$ cat src/fpga_pkg.sv
// board widths, synchronizer depth, debounce defaults, ICAP command words, sequencer states

package fpga_pkg;

    // push buttons and LEDs
    localparam int BTN_W = 4;

    // flops per synchronizer chain
    localparam int SYNC_STAGES = 2;

    // agreeing samples the debouncer needs, and cycles between samples
    localparam int DEBOUNCE_N = 4;
    // 1 ms at 125 MHz
    localparam int DEBOUNCE_RATE = 125000;

    // configuration port data width
    localparam int ICAP_W = 32;

    // reboot command words in configuration port bit order
    // before the per-byte reversal
    localparam logic [ICAP_W-1:0] ICAP_DUMMY = 32'hFFFF_FFFF;
    localparam logic [ICAP_W-1:0] ICAP_SYNC = 32'hAA99_5566;
    // type 1 no-op packet
    localparam logic [ICAP_W-1:0] ICAP_NOOP = 32'h2000_0000;
    // type 1 write of one word to the CMD register
    localparam logic [ICAP_W-1:0] ICAP_WR_CMD = 32'h3000_8001;
    // IPROG command, triggers the warm boot
    localparam logic [ICAP_W-1:0] ICAP_IPROG = 32'h0000_000F;

    // sequencer states named after the word on the port in that state
    // the closing no-op goes out while the FSM is back in idle
    typedef enum logic [2:0] {
        ST_IDLE   = 3'd0,
        ST_DUMMY  = 3'd1,
        ST_SYNC   = 3'd2,
        ST_NOOP   = 3'd3,
        ST_WR_CMD = 3'd4,
        ST_IPROG  = 3'd5
    } icap_state_t;

endpackage

$ cat src/sync_signal.sv
// multi-bit, multi-stage synchronizer for asynchronous inputs

`timescale 1ns/100ps

module sync_signal import fpga_pkg::*; #(
    parameter int WIDTH = 1,
    parameter int N = SYNC_STAGES
) (
    input  wire logic             clk_125mhz_int,
    input  wire logic             rst_n,
    input  wire logic [WIDTH-1:0] in_sig,
    output wire logic [WIDTH-1:0] out_sig
);

    // stage 0 samples the pin, stage N-1 is the synchronized copy
    logic [N-1:0][WIDTH-1:0] sync_reg;

    always_ff @(posedge clk_125mhz_int) begin
        if (!rst_n) begin
            sync_reg <= '0;
        end else begin
            sync_reg[0] <= in_sig;
            for (int k = 1; k < N; k++) begin
                sync_reg[k] <= sync_reg[k-1];
            end
        end
    end

    // exactly N cycles from pin to output
    assign out_sig = sync_reg[N-1];

endmodule

$ cat src/debounce_switch.sv
// switch debouncer with a shared sample tick and per-bit sample history

`timescale 1ns/100ps

module debounce_switch import fpga_pkg::*; #(
    parameter int WIDTH = BTN_W,
    parameter int N = DEBOUNCE_N,
    parameter int RATE = DEBOUNCE_RATE
) (
    input  wire logic             clk_125mhz_int,
    input  wire logic             rst_n,
    input  wire logic [WIDTH-1:0] in_sig,
    output wire logic [WIDTH-1:0] out_sig
);

    // wide enough to hold RATE-1
    localparam int CNT_W = $clog2(RATE + 1);

    logic [CNT_W-1:0] cnt_reg;
    logic             sample_tick;

    // one tick every RATE cycles, first one RATE cycles after reset
    assign sample_tick = (cnt_reg == CNT_W'(RATE - 1));

    always_ff @(posedge clk_125mhz_int) begin
        if (!rst_n) begin
            cnt_reg <= '0;
        end else if (sample_tick) begin
            cnt_reg <= '0;
        end else begin
            cnt_reg <= cnt_reg + 1'b1;
        end
    end

    for (genvar i = 0; i < WIDTH; i++) begin : g_bit

        logic [N-1:0] hist_reg;
        logic [N-1:0] hist_next;
        logic         state_reg;

        // newest sample enters at bit 0
        assign hist_next = {hist_reg[N-2:0], in_sig[i]};

        always_ff @(posedge clk_125mhz_int) begin
            if (!rst_n) begin
                hist_reg <= '0;
                state_reg <= 1'b0;
            end else if (sample_tick) begin
                hist_reg <= hist_next;
                // decide on the history including this sample,
                // so the output moves on the completing tick
                if (&hist_next) begin
                    state_reg <= 1'b1;
                end else if (~|hist_next) begin
                    state_reg <= 1'b0;
                end
                // mixed history keeps the old level
            end
        end

        assign out_sig[i] = state_reg;

    end

endmodule

$ cat src/icap_reboot.sv
// ICAP reboot sequencer writing the IPROG command sequence to the configuration port

`timescale 1ns/100ps

module icap_reboot import fpga_pkg::*; (
    input  wire logic              clk_125mhz_int,
    input  wire logic              rst_n,
    input  wire logic              boot_req,
    input  wire logic              avail,
    output wire logic              csib,
    output wire logic              rdwrb,
    output wire logic [ICAP_W-1:0] di
);

    icap_state_t       state_reg;
    logic              csib_reg;
    logic [ICAP_W-1:0] word_reg;

    // port sequence is dummy, sync, no-op, write CMD, IPROG, no-op
    always_ff @(posedge clk_125mhz_int) begin
        if (!rst_n) begin
            state_reg <= ST_IDLE;
            csib_reg <= 1'b1;
            word_reg <= ICAP_DUMMY;
        end else begin
            case (state_reg)
                ST_IDLE: begin
                    csib_reg <= 1'b1;
                    word_reg <= ICAP_DUMMY;
                    // avail only matters when starting a sequence
                    if (boot_req && avail) begin
                        state_reg <= ST_DUMMY;
                        csib_reg <= 1'b0;
                    end
                end
                ST_DUMMY: begin
                    state_reg <= ST_SYNC;
                    csib_reg <= 1'b0;
                    word_reg <= ICAP_SYNC;
                end
                ST_SYNC: begin
                    state_reg <= ST_NOOP;
                    csib_reg <= 1'b0;
                    word_reg <= ICAP_NOOP;
                end
                ST_NOOP: begin
                    state_reg <= ST_WR_CMD;
                    csib_reg <= 1'b0;
                    word_reg <= ICAP_WR_CMD;
                end
                ST_WR_CMD: begin
                    state_reg <= ST_IPROG;
                    csib_reg <= 1'b0;
                    word_reg <= ICAP_IPROG;
                end
                ST_IPROG: begin
                    // closing no-op goes out from idle,
                    // a held request restarts right after it
                    state_reg <= ST_IDLE;
                    csib_reg <= 1'b0;
                    word_reg <= ICAP_NOOP;
                end
                default: begin
                    state_reg <= ST_IDLE;
                    csib_reg <= 1'b1;
                    word_reg <= ICAP_DUMMY;
                end
            endcase
        end
    end

    // the port takes each byte MSB first on bit 0
    for (genvar b = 0; b < ICAP_W / 8; b++) begin : g_byte
        for (genvar i = 0; i < 8; i++) begin : g_bit
            assign di[b*8 + i] = word_reg[b*8 + 7 - i];
        end
    end

    assign csib = csib_reg;
    // the sequencer only writes, never a readback
    assign rdwrb = 1'b0;

endmodule

$ cat src/fpga_top.sv
// board top level with input synchronizers, button debouncer and ICAP reboot sequencer

`timescale 1ns/100ps

module fpga_top import fpga_pkg::*; #(
    // shortened in simulation
    parameter int DEBOUNCE_RATE = fpga_pkg::DEBOUNCE_RATE
) (
    input  wire logic              clk_125mhz_int,
    input  wire logic              rst_n,

    // buttons and LEDs
    input  wire logic [BTN_W-1:0]  btn,
    output wire logic [BTN_W-1:0]  led,

    // asynchronous reboot request level
    input  wire logic              fpga_boot,

    // configuration port
    input  wire logic              icap_avail,
    output wire logic              icap_csib,
    output wire logic              icap_rdwrb,
    output wire logic [ICAP_W-1:0] icap_di
);

    logic [BTN_W-1:0] btn_sync;
    logic             fpga_boot_sync;

    // buttons are synchronized, then debounced straight onto the LEDs
    sync_signal #(
        .WIDTH(BTN_W),
        .N(SYNC_STAGES)
    ) btn_sync_inst (
        .clk_125mhz_int(clk_125mhz_int),
        .rst_n(rst_n),
        .in_sig(btn),
        .out_sig(btn_sync)
    );

    debounce_switch #(
        .WIDTH(BTN_W),
        .N(DEBOUNCE_N),
        .RATE(DEBOUNCE_RATE)
    ) debounce_switch_inst (
        .clk_125mhz_int(clk_125mhz_int),
        .rst_n(rst_n),
        .in_sig(btn_sync),
        .out_sig(led)
    );

    // boot request crosses in through its own single-bit chain
    sync_signal #(
        .WIDTH(1),
        .N(SYNC_STAGES)
    ) fpga_boot_sync_inst (
        .clk_125mhz_int(clk_125mhz_int),
        .rst_n(rst_n),
        .in_sig(fpga_boot),
        .out_sig(fpga_boot_sync)
    );

    // icap_avail is already in this clock domain
    icap_reboot icap_reboot_inst (
        .clk_125mhz_int(clk_125mhz_int),
        .rst_n(rst_n),
        .boot_req(fpga_boot_sync),
        .avail(icap_avail),
        .csib(icap_csib),
        .rdwrb(icap_rdwrb),
        .di(icap_di)
    );

endmodule

$ cat config.mk
export PLATFORM = sky130hd
export DESIGN_NAME = fpga_top
export DESIGN_NICKNAME = d
export VERILOG_FILES = /design/src/fpga_pkg.sv /design/src/sync_signal.sv /design/src/debounce_switch.sv /design/src/icap_reboot.sv /design/src/fpga_top.sv
export SDC_FILE = /design/constraint.sdc
export NUM_CORES = 1
export LEC_CHECK = 0
export ABC_CLOCK_PERIOD_IN_PS = 2000
export BUFFER_PORTS_ARGS = -buffer_cell sky130_fd_sc_hd__buf_4
export CORE_UTILIZATION = 49
export CTS_CLUSTER_DIAMETER = 40
export CTS_CLUSTER_SIZE = 24
export DETAILED_ROUTE_END_ITERATION = 6
export PLACE_DENSITY = 0.84
export SYNTH_ARGS = -nofsm -noshare
export SYNTH_HDL_FRONTEND = slang
export SYNTH_HIERARCHICAL = 1
export SYNTH_SLANG_ARGS = --single-unit
$ cat constraint.sdc
create_clock -name clk_125mhz_int -period 2 [get_ports clk_125mhz_int]
set_input_delay 0.3 -clock clk_125mhz_int [delete_from_list [all_inputs] [get_ports clk_125mhz_int]]
set_output_delay 0.3 -clock clk_125mhz_int [all_outputs]
set_load 0.005 [all_outputs]
Yosys cells after proc, flatten, opt, wreduce, memory -nomap -nowiden:

Cells that the tools add are included.

* bits in registers: 79
* input port bits: 8
* output and inout bits: 38
* logic and storage cells: 59

* add/subtract/negate cells: 1
* eq/ne operators: 11
* muxes and demuxes: 13
* bitwise gates (word level): 1
* reductions and logical operators: 17

Operator list (number)
* $pmux W32 S4: 1
* $add A17 B1 Y17 const B: 1
* $eq A17 B17 Y1 const B: 1
* $reduce_and A4 Y1: 4
* $reduce_or A4 Y1: 4
* $pmux W3 S5: 1
* $ne A2 B1 Y1 const B: 5
* $mux W1: 9
* $reduce_and A2 Y1: 4
* $eq A3 B2 Y1 const B: 2
* $eq A3 B3 Y1 const B: 2
* $reduce_or A5 Y1: 1
* $reduce_or A2 Y1: 2
* $eq A3 B1 Y1 const B: 1
* $logic_not A3 Y1: 1
* $mux W3: 1
* $pmux W1 S2: 1
* $logic_and A1 B1 Y1: 1
* $not A1 Y1: 1

Logic depth before layout (Yosys ltp):

Gate-level depths: netlist of the first run.

* depth after elaboration: 3
* depth in mapped cells: 7
* mapped depth without buffers: 5

By module:

The synthesis of the first run kept the hierarchy.

By module, submodules not included
* debounce_switch: instances 1, cells each 164, area each 1527.7 sq um
* icap_reboot: instances 1, cells each 65, area each 609.3 sq um
* sync_signal at btn_sync_inst: instances 1, cells each 20, area each 240.2 sq um
* sync_signal at fpga_boot_sync_inst: instances 1, cells each 4, area each 52.6 sq um

Worst setup path before layout of the first run:

No wires, ideal clock.

* path kind: register to register
* start: register debounce_switch_inst.cnt_reg[5]
* end: register debounce_switch_inst.g_bit[0].state_reg
* arrival: 1.810 ns
* data required time: 1.885 ns
* path slack: 0.076 ns
* cell stages (with the launch flop): 6
* buffers on the path: 1
* cell sequence: dfxtp_1 > or4b_1 > or4_1 > buf_6 > o31a_1 > o21a_1

* longest elaborated chain between the ends: 2

Ends and longest elaborated chain
* start, declared: RTL line debounce_switch.sv:19 `logic [CNT_W-1:0] cnt_reg;`
* start signal, assigned: RTL line debounce_switch.sv:31 `cnt_reg <= cnt_reg + 1'b1;`
* $eq A17 B17 Y1: RTL line debounce_switch.sv:23 `assign sample_tick = (cnt_reg == CNT_W'(RATE - 1));`
* $reduce_and A2 Y1 (no source line)
* end signal, assigned: RTL line debounce_switch.sv:47 `state_reg <= 1'b0;`
* end signal, assigned: RTL line debounce_switch.sv:53 `state_reg <= 1'b1;`
* end signal, assigned: RTL line debounce_switch.sv:55 `state_reg <= 1'b0;`
* end, declared: RTL line debounce_switch.sv:39 `logic state_reg;`

No other way between the ends.
A chain may end at the register's enable or synchronous reset.

Final worst setup path of the first run:

* start: register debounce_switch_inst.cnt_reg[12]
* end: register debounce_switch_inst.g_bit[2].state_reg

* longest elaborated chain between the ends: 2

Ends and longest elaborated chain (RTL line)
* $eq A17 B17 Y1: debounce_switch.sv:23
* $reduce_and A2 Y1 (no source line)
* end signal, assigned: debounce_switch.sv:47
* end signal, assigned: debounce_switch.sv:53
* end signal, assigned: debounce_switch.sv:55
* end, declared: debounce_switch.sv:39

No other way between the ends.

==> impl_metrics.ini, run 1 <==
[detailed_routing]
drtIter0Drc = 51
drt-wirelength-per-cell_um = 12.0
drt_pass1_iterations = 4
ant_nets = 0
route.detailed.drc = 0
num_vias = 1720
viasPerCell = 5.09
finalWirelength_um = 4060

[synthesis]
synthDistinctLibCells = 48
ys.flop_type = dfxtp_1
mappedNetlistArea_um2 = 2430
syn_avg_cell_area_um2 = 9.60
synth-edff-count = 0
synth-seq-area-share_pct = 44.5
syn-num-nets = 263
synth_cells = 253
synthArstFlopShare_pct = 0
yosys_warnings = 6
ys_ff_latch = 54

[critical_path]
slowest_stage = or4b_1
r2r_setup_slack_ns = 0.10
crit_family = simple AND/OR/NAND/NOR gates
r2r_cells = 4
cp-start-kind = flop
cp_max_fo = 8
cp.arrival_ns = 2.10
crit_path_max_incr_delay_ns = 0.50
crit_path_end_kind = flop
required_ns = 2.20
r2r-start = debounce_switch_inst/cnt_reg[12]
r2r_end = debounce_switch_inst/g_bit[2].state_reg
critPathBufInv = 0
path_cells = or4b_1, or4_4, o31a_1, o21a_1
path_class = reg -> reg
crit_start = debounce_switch_inst/cnt_reg[12]

[final_layout]
nets = 281
largest_reg_flops = 17
areaGrowthSynthToFinish_pct = 10.7
n_antenna_cell = 0
drive_above_1_share_pct = 26.2

[power]
power.density_nw_per_um2 = 681
p_leak_uw = 0.000998
ir_drop_uv = 510
power.total_uw = 1830

[hold_path]
min_path_cells = 2
worstHoldStart = btn[3]
min_to = btn_sync_inst/sync_reg[3]
holdCritPathClass = in -> reg

[placement]
port_buffers = 44
dp_slack_ns = -0.00158
gp_congestion = 0.848
hpwl_um = 2930

[timing]
fin_crit_sh_pct = 94.9
maxSlewViolCount = 0
setup_viol = 0
rsz0062_at_grt = no
setup_ws_ns = 0.102
skew_ns = 0.00471
fmax_mhz = 527
hold_viol_final = 0
finalCriticalPeriod_ns = 1.90
holdWs_ns = 0.197

[die]
start_util_pct = 51.1
rows = 25
chipWidth_um = 72.4
die_h_um = 72.4
num_io_pins = 46
dieArea_um2 = 5240
core_um2 = 4750

[global_route]
grt_pass1_vias = 1587
grt_max_degree = 40
antenna_found_initial = 0
grtUsageMet3_pct = 5.28
overflow = 0
grt_pass1_wl_um = 6830
grt_usage_pct = 16.8
grt.busiest_layer = met2
grt.met2_usage_pct = 27.5
use_met1_pct = 20.6

[run_status]
outcome = completed

[clocking]
htreeDepth = 2
clock_path_buffers = 2
cts_tree = built
root_buffer = clkbuf_8
numCtsBuffers = 5
clock_latency_ns = 0.30
cts_setup_buffers = 0
clk_pin_slew_worst_paths_ns = 0.09
clock_sinks = 54

[run]
maxCapViolCount = 0
-- layout make-up --
class / instances / area, µm²
sequential: 54 / 1080
multi-input combinational: 154 / 1020
clock inverter: 2 / 15.0
fill: 436 / 2060
tap: 67 / 83.8
timing repair buffer: 53 / 410
inverter: 3 / 11.3
clock buffer: 5 / 68.8
-- layer usage --
layer	wire length, µm	vias up
met5	0	-
met4	57	0
met3	211	4
met2	1900	46
met1	1880	798
li1	-	872
-- layout by cell type, fill, tap and decap left out, drive strengths merged, types with 2 or more instances in the layout --
| master | instances |
|---|---|
| o21ai | 8 |
| o21a | 4 |
| a21boi | 2 |
| inv | 3 |
| nor4 | 2 |
| mux2i | 12 |
| or4b | 2 |
| buf | 53 |
| nor2 | 13 |
| nor3b | 2 |
| clkinvlp | 2 |
| nor2b | 4 |
| clkbuf | 5 |
| xnor2 | 5 |
| nand4 | 6 |
| nand2 | 23 |
| o31ai | 3 |
| and2 | 11 |
| and3 | 2 |
| nand3 | 12 |
| a21oi | 4 |
| xor2 | 7 |
| o31a | 4 |
| ha | 2 |
| or3 | 2 |
| nor4b | 2 |
| or4 | 8 |
| nor3 | 6 |
| nand3b | 2 |
| dfxtp | 54 |
-- power breakdown --
part	total, µW	leakage, µW	switching, µW	internal [µW]
clock	576	0.0000362	337	239
sequential	1120	0.000439	21.5	1100
combinational	136	0.000523	55.3	81.0
total	1830	0.000998	414	1420
-- per-stage QoR --
stage	utilization, %	std cells	instance area, µm²	TNS, ns
2_1_floorplan	-	253	2430	0
6_report	56.6	338	2690	0
5_1_grt	56.6	338	2690	0
4_1_cts	56.6	338	2690	0
3_3_place_gp	54.7	331	2600	0
3_5_place_dp	54.7	331	2600	-0.00158
-- synth_stat cells (5+ instances only) --
cell / number / area, µm²
nor3_1: 6 / 30.0
nor2_1: 13 / 48.8
and2_1: 10 / 62.6
dfxtp_1: 54 / 1080
mux2i_1: 12 / 120
buf_4: 36 / 270
nand2_1: 22 / 82.6
or4_1: 8 / 60.1
nand4_1: 6 / 37.5
nand3_1: 12 / 60.1
xor2_1: 7 / 61.3
xnor2_1: 5 / 43.8
-- worst max path at each step --
stage	end	slack (ns)	cells after the start
2_1_floorplan	debounce_switch_inst/g_bit[0].state_reg	0.08	5
3_3_place_gp	debounce_switch_inst/g_bit[3].state_reg	0.03	4
5_1_grt	debounce_switch_inst/g_bit[2].hist_reg[0]	0.06	5
3_5_place_dp	debounce_switch_inst/g_bit[2].state_reg	-0.002	4
4_1_cts	debounce_switch_inst/g_bit[2].state_reg	0.1	4
6_report	debounce_switch_inst/g_bit[2].state_reg	0.10	4
-- cell families after synthesis --
logic type	count (synthesis)	synth area share, %
AOI/OAI and AO/OA	26	7.88
xor gates and xnor gates	12	4.33
adders and majority gates	2	1.03
buffers and inverters	45	13.7
DFF	54	44.5
muxes	12	4.94
other	1	0.154
and+or+nand+nor	101	23.5
-- timing repair --
| action | CTS | global route |
|---|---|---|
| hold buffers | 0 | 0 |
| setup endpoints to repair | 4 | 0 |
| gates resized for setup | 1 | 0 |
Power figures use the tool's default switching activity.
==> inputs of run 2 (changes only) <==
Settings changed: CORE_ASPECT_RATIO set to 1.75, REMOVE_ABC_BUFFERS set to 1.
==> impl_metrics.ini, run 2 (synthesized netlist as in run 1, its figures left out) <==
[final_layout]
n_fill_cell = 431
areaGrowthSynthToFinish_pct = 11.9
drive_above_1_share_pct = 26.3
post-route-util_pct = 57.8
multi_input_area_um2 = 1020
largest_reg_flops = 17
nets = 279
stdcell_area_um2 = 2720
n_antenna_cell = 0
final_common_cell = dfxtp_1
regArea_um2 = 1080
most-common-layout-cells = dfxtp_1 (53), buf_4 (49), nand2_1 (22), nor2_1 (13)

[critical_path]
crit_path_max_incr_delay_ns = 0.53
r2r-start = debounce_switch_inst/cnt_reg[12]
crit_path_end_kind = flop
cp-start-kind = flop
path_class = reg -> reg
cp.arrival_ns = 2.15
slowest_stage = or4b_1
r2r_cells = 4
required_ns = 2.20
r2r_setup_slack_ns = 0.05
path_cells = or4b_1, or4_4, o31a_1, o21a_1
cp_max_fo = 9
r2r_end = debounce_switch_inst/g_bit[1].state_reg

[power]
combPwrFrac_pct = 6.6
seq_power_share_pct = 52.8
clock_power_share_pct = 40.7
p_sw_share_pct = 19.2
netSwitchingPower_uw = 408
intPower_uw = 1710
p_leak_uw = 0.00102
ir_drop_uv = 723
power.density_nw_per_um2 = 780

[timing]
setup_ws_ns = 0.0490
finalCriticalPeriod_ns = 1.95
holdWs_ns = 0.201
fmax_mhz = 513
rsz0062_at_grt = yes
tns_ns = 0
setup_viol = 0
fin_crit_sh_pct = 97.6
hold_viol_final = 0
skew_ns = 0.00353
maxSlewViolCount = 0

[placement]
port_buffers = 44
hpwl_um = 3010
dp_slack_ns = 0.0502
gp_congestion = 0.827
dpl_cell_area_um2 = 2580

[hold_path]
holdCritPathClass = in -> reg
min_path_cells = 2
min_to = fpga_boot_sync_inst/sync_reg[0]
worstHoldStart = fpga_boot

[clocking]
clk_pin_slew_worst_paths_ns = 0.09
clock_latency_ns = 0.30
numCtsBuffers = 5
root_buffer = clkbuf_8
hold_buffers = 0
cts_tree = built
clock_sinks = 54
clock_path_buffers = 2
htreeDepth = 2

[die]
start_util_pct = 51.6
core_um2 = 4710
num_io_pins = 46
die_h_um = 95.2
rows = 33
dieArea_um2 = 5260
chipWidth_um = 55.2

[detailed_routing]
viasPerCell = 5.27
finalWirelength_um = 4170
drtIter0Drc = 50
route.detailed.drc = 0
num_vias = 1697
ant_nets = 0
drt_pass1_iterations = 4
drt-wirelength-per-cell_um = 12.9

[global_route]
grt_usage_pct = 15.9
overflow = 0
grt_pass1_wl_um = 6680
grt_max_degree = 40
antenna_found_initial = 0
grt_pass1_vias = 1572

[run]
maxCapViolCount = 0

[run_status]
outcome = completed
## run 2: changes by cell type in the layout (fill, tap and decap cells not counted), sizes merged
cell / previous run / this run
buf: 53 / 51
bufinv: 0 / 2
clkinvlp: 2 / 0
clkbuf: 5 / 6
## run 2: layout make-up
type | count | share of cell area, %
clock buffer | 6 | 3.04
multi-input combinational | 154 | 37.5
tap | 52 | 2.39
sequential | 54 | 39.8
clock inverter | 2 | 2.21
inverter | 3 | 0.414
timing repair buffer | 51 | 14.7
## run 2: per-stage QoR
stage / instances / total power, µW
floorplan: 211 / 1190
global placement: 315 / 1280
detailed placement: 315 / 1280
CTS: 323 / 2150
global route: 322 / 2200
finish: 322 / 2120
## run 2: how the worst max path moves through the flow
stage / from / end / cells past startpoint
floorplan: debounce_switch_inst/cnt_reg[5] / debounce_switch_inst/g_bit[0].hist_reg[0] / 3
finish: debounce_switch_inst/cnt_reg[12] / debounce_switch_inst/g_bit[1].state_reg / 4
global route: debounce_switch_inst/cnt_reg[12] / debounce_switch_inst/g_bit[1].state_reg / 4
global placement: debounce_switch_inst/cnt_reg[12] / debounce_switch_inst/g_bit[0].state_reg / 5
detailed placement: debounce_switch_inst/cnt_reg[4] / debounce_switch_inst/g_bit[1].state_reg / 5
CTS: debounce_switch_inst/cnt_reg[12] / debounce_switch_inst/g_bit[1].state_reg / 5
## run 2: per-layer routing
layer,track usage [%],part of all wire (%),vias up
met5,0,0,-
met4,8.75,1.7,0
met3,2.17,2.0,6
met2,30.8,56,27
met1,16.2,40,793
li1,-,-,871
## run 2: power groups by stage
stage | Combinational (µW) | Clock, µW | Sequential (µW)
floorplan | 43.0 | 0 | 1150
global placement | 135 | 0 | 1140
detailed placement | 139 | 0 | 1150
CTS | 141 | 887 | 1120
global route | 153 | 926 | 1120
finish | 139 | 863 | 1120
## run 2: repair_timing
item,4_1_cts,5_1_grt
endpoints found under the hold margin,0,0
gates resized for setup,2,2
endpoints found under the setup margin,4,5
buffers inserted,0,0
gates cloned,0,0
## run 2: worst max-delay path: cells and delay by family (launching register included)
kind	cells	cell delay [ns]
flops	1	0.33
compound gates	2	0.48
simple gates	2	1.04
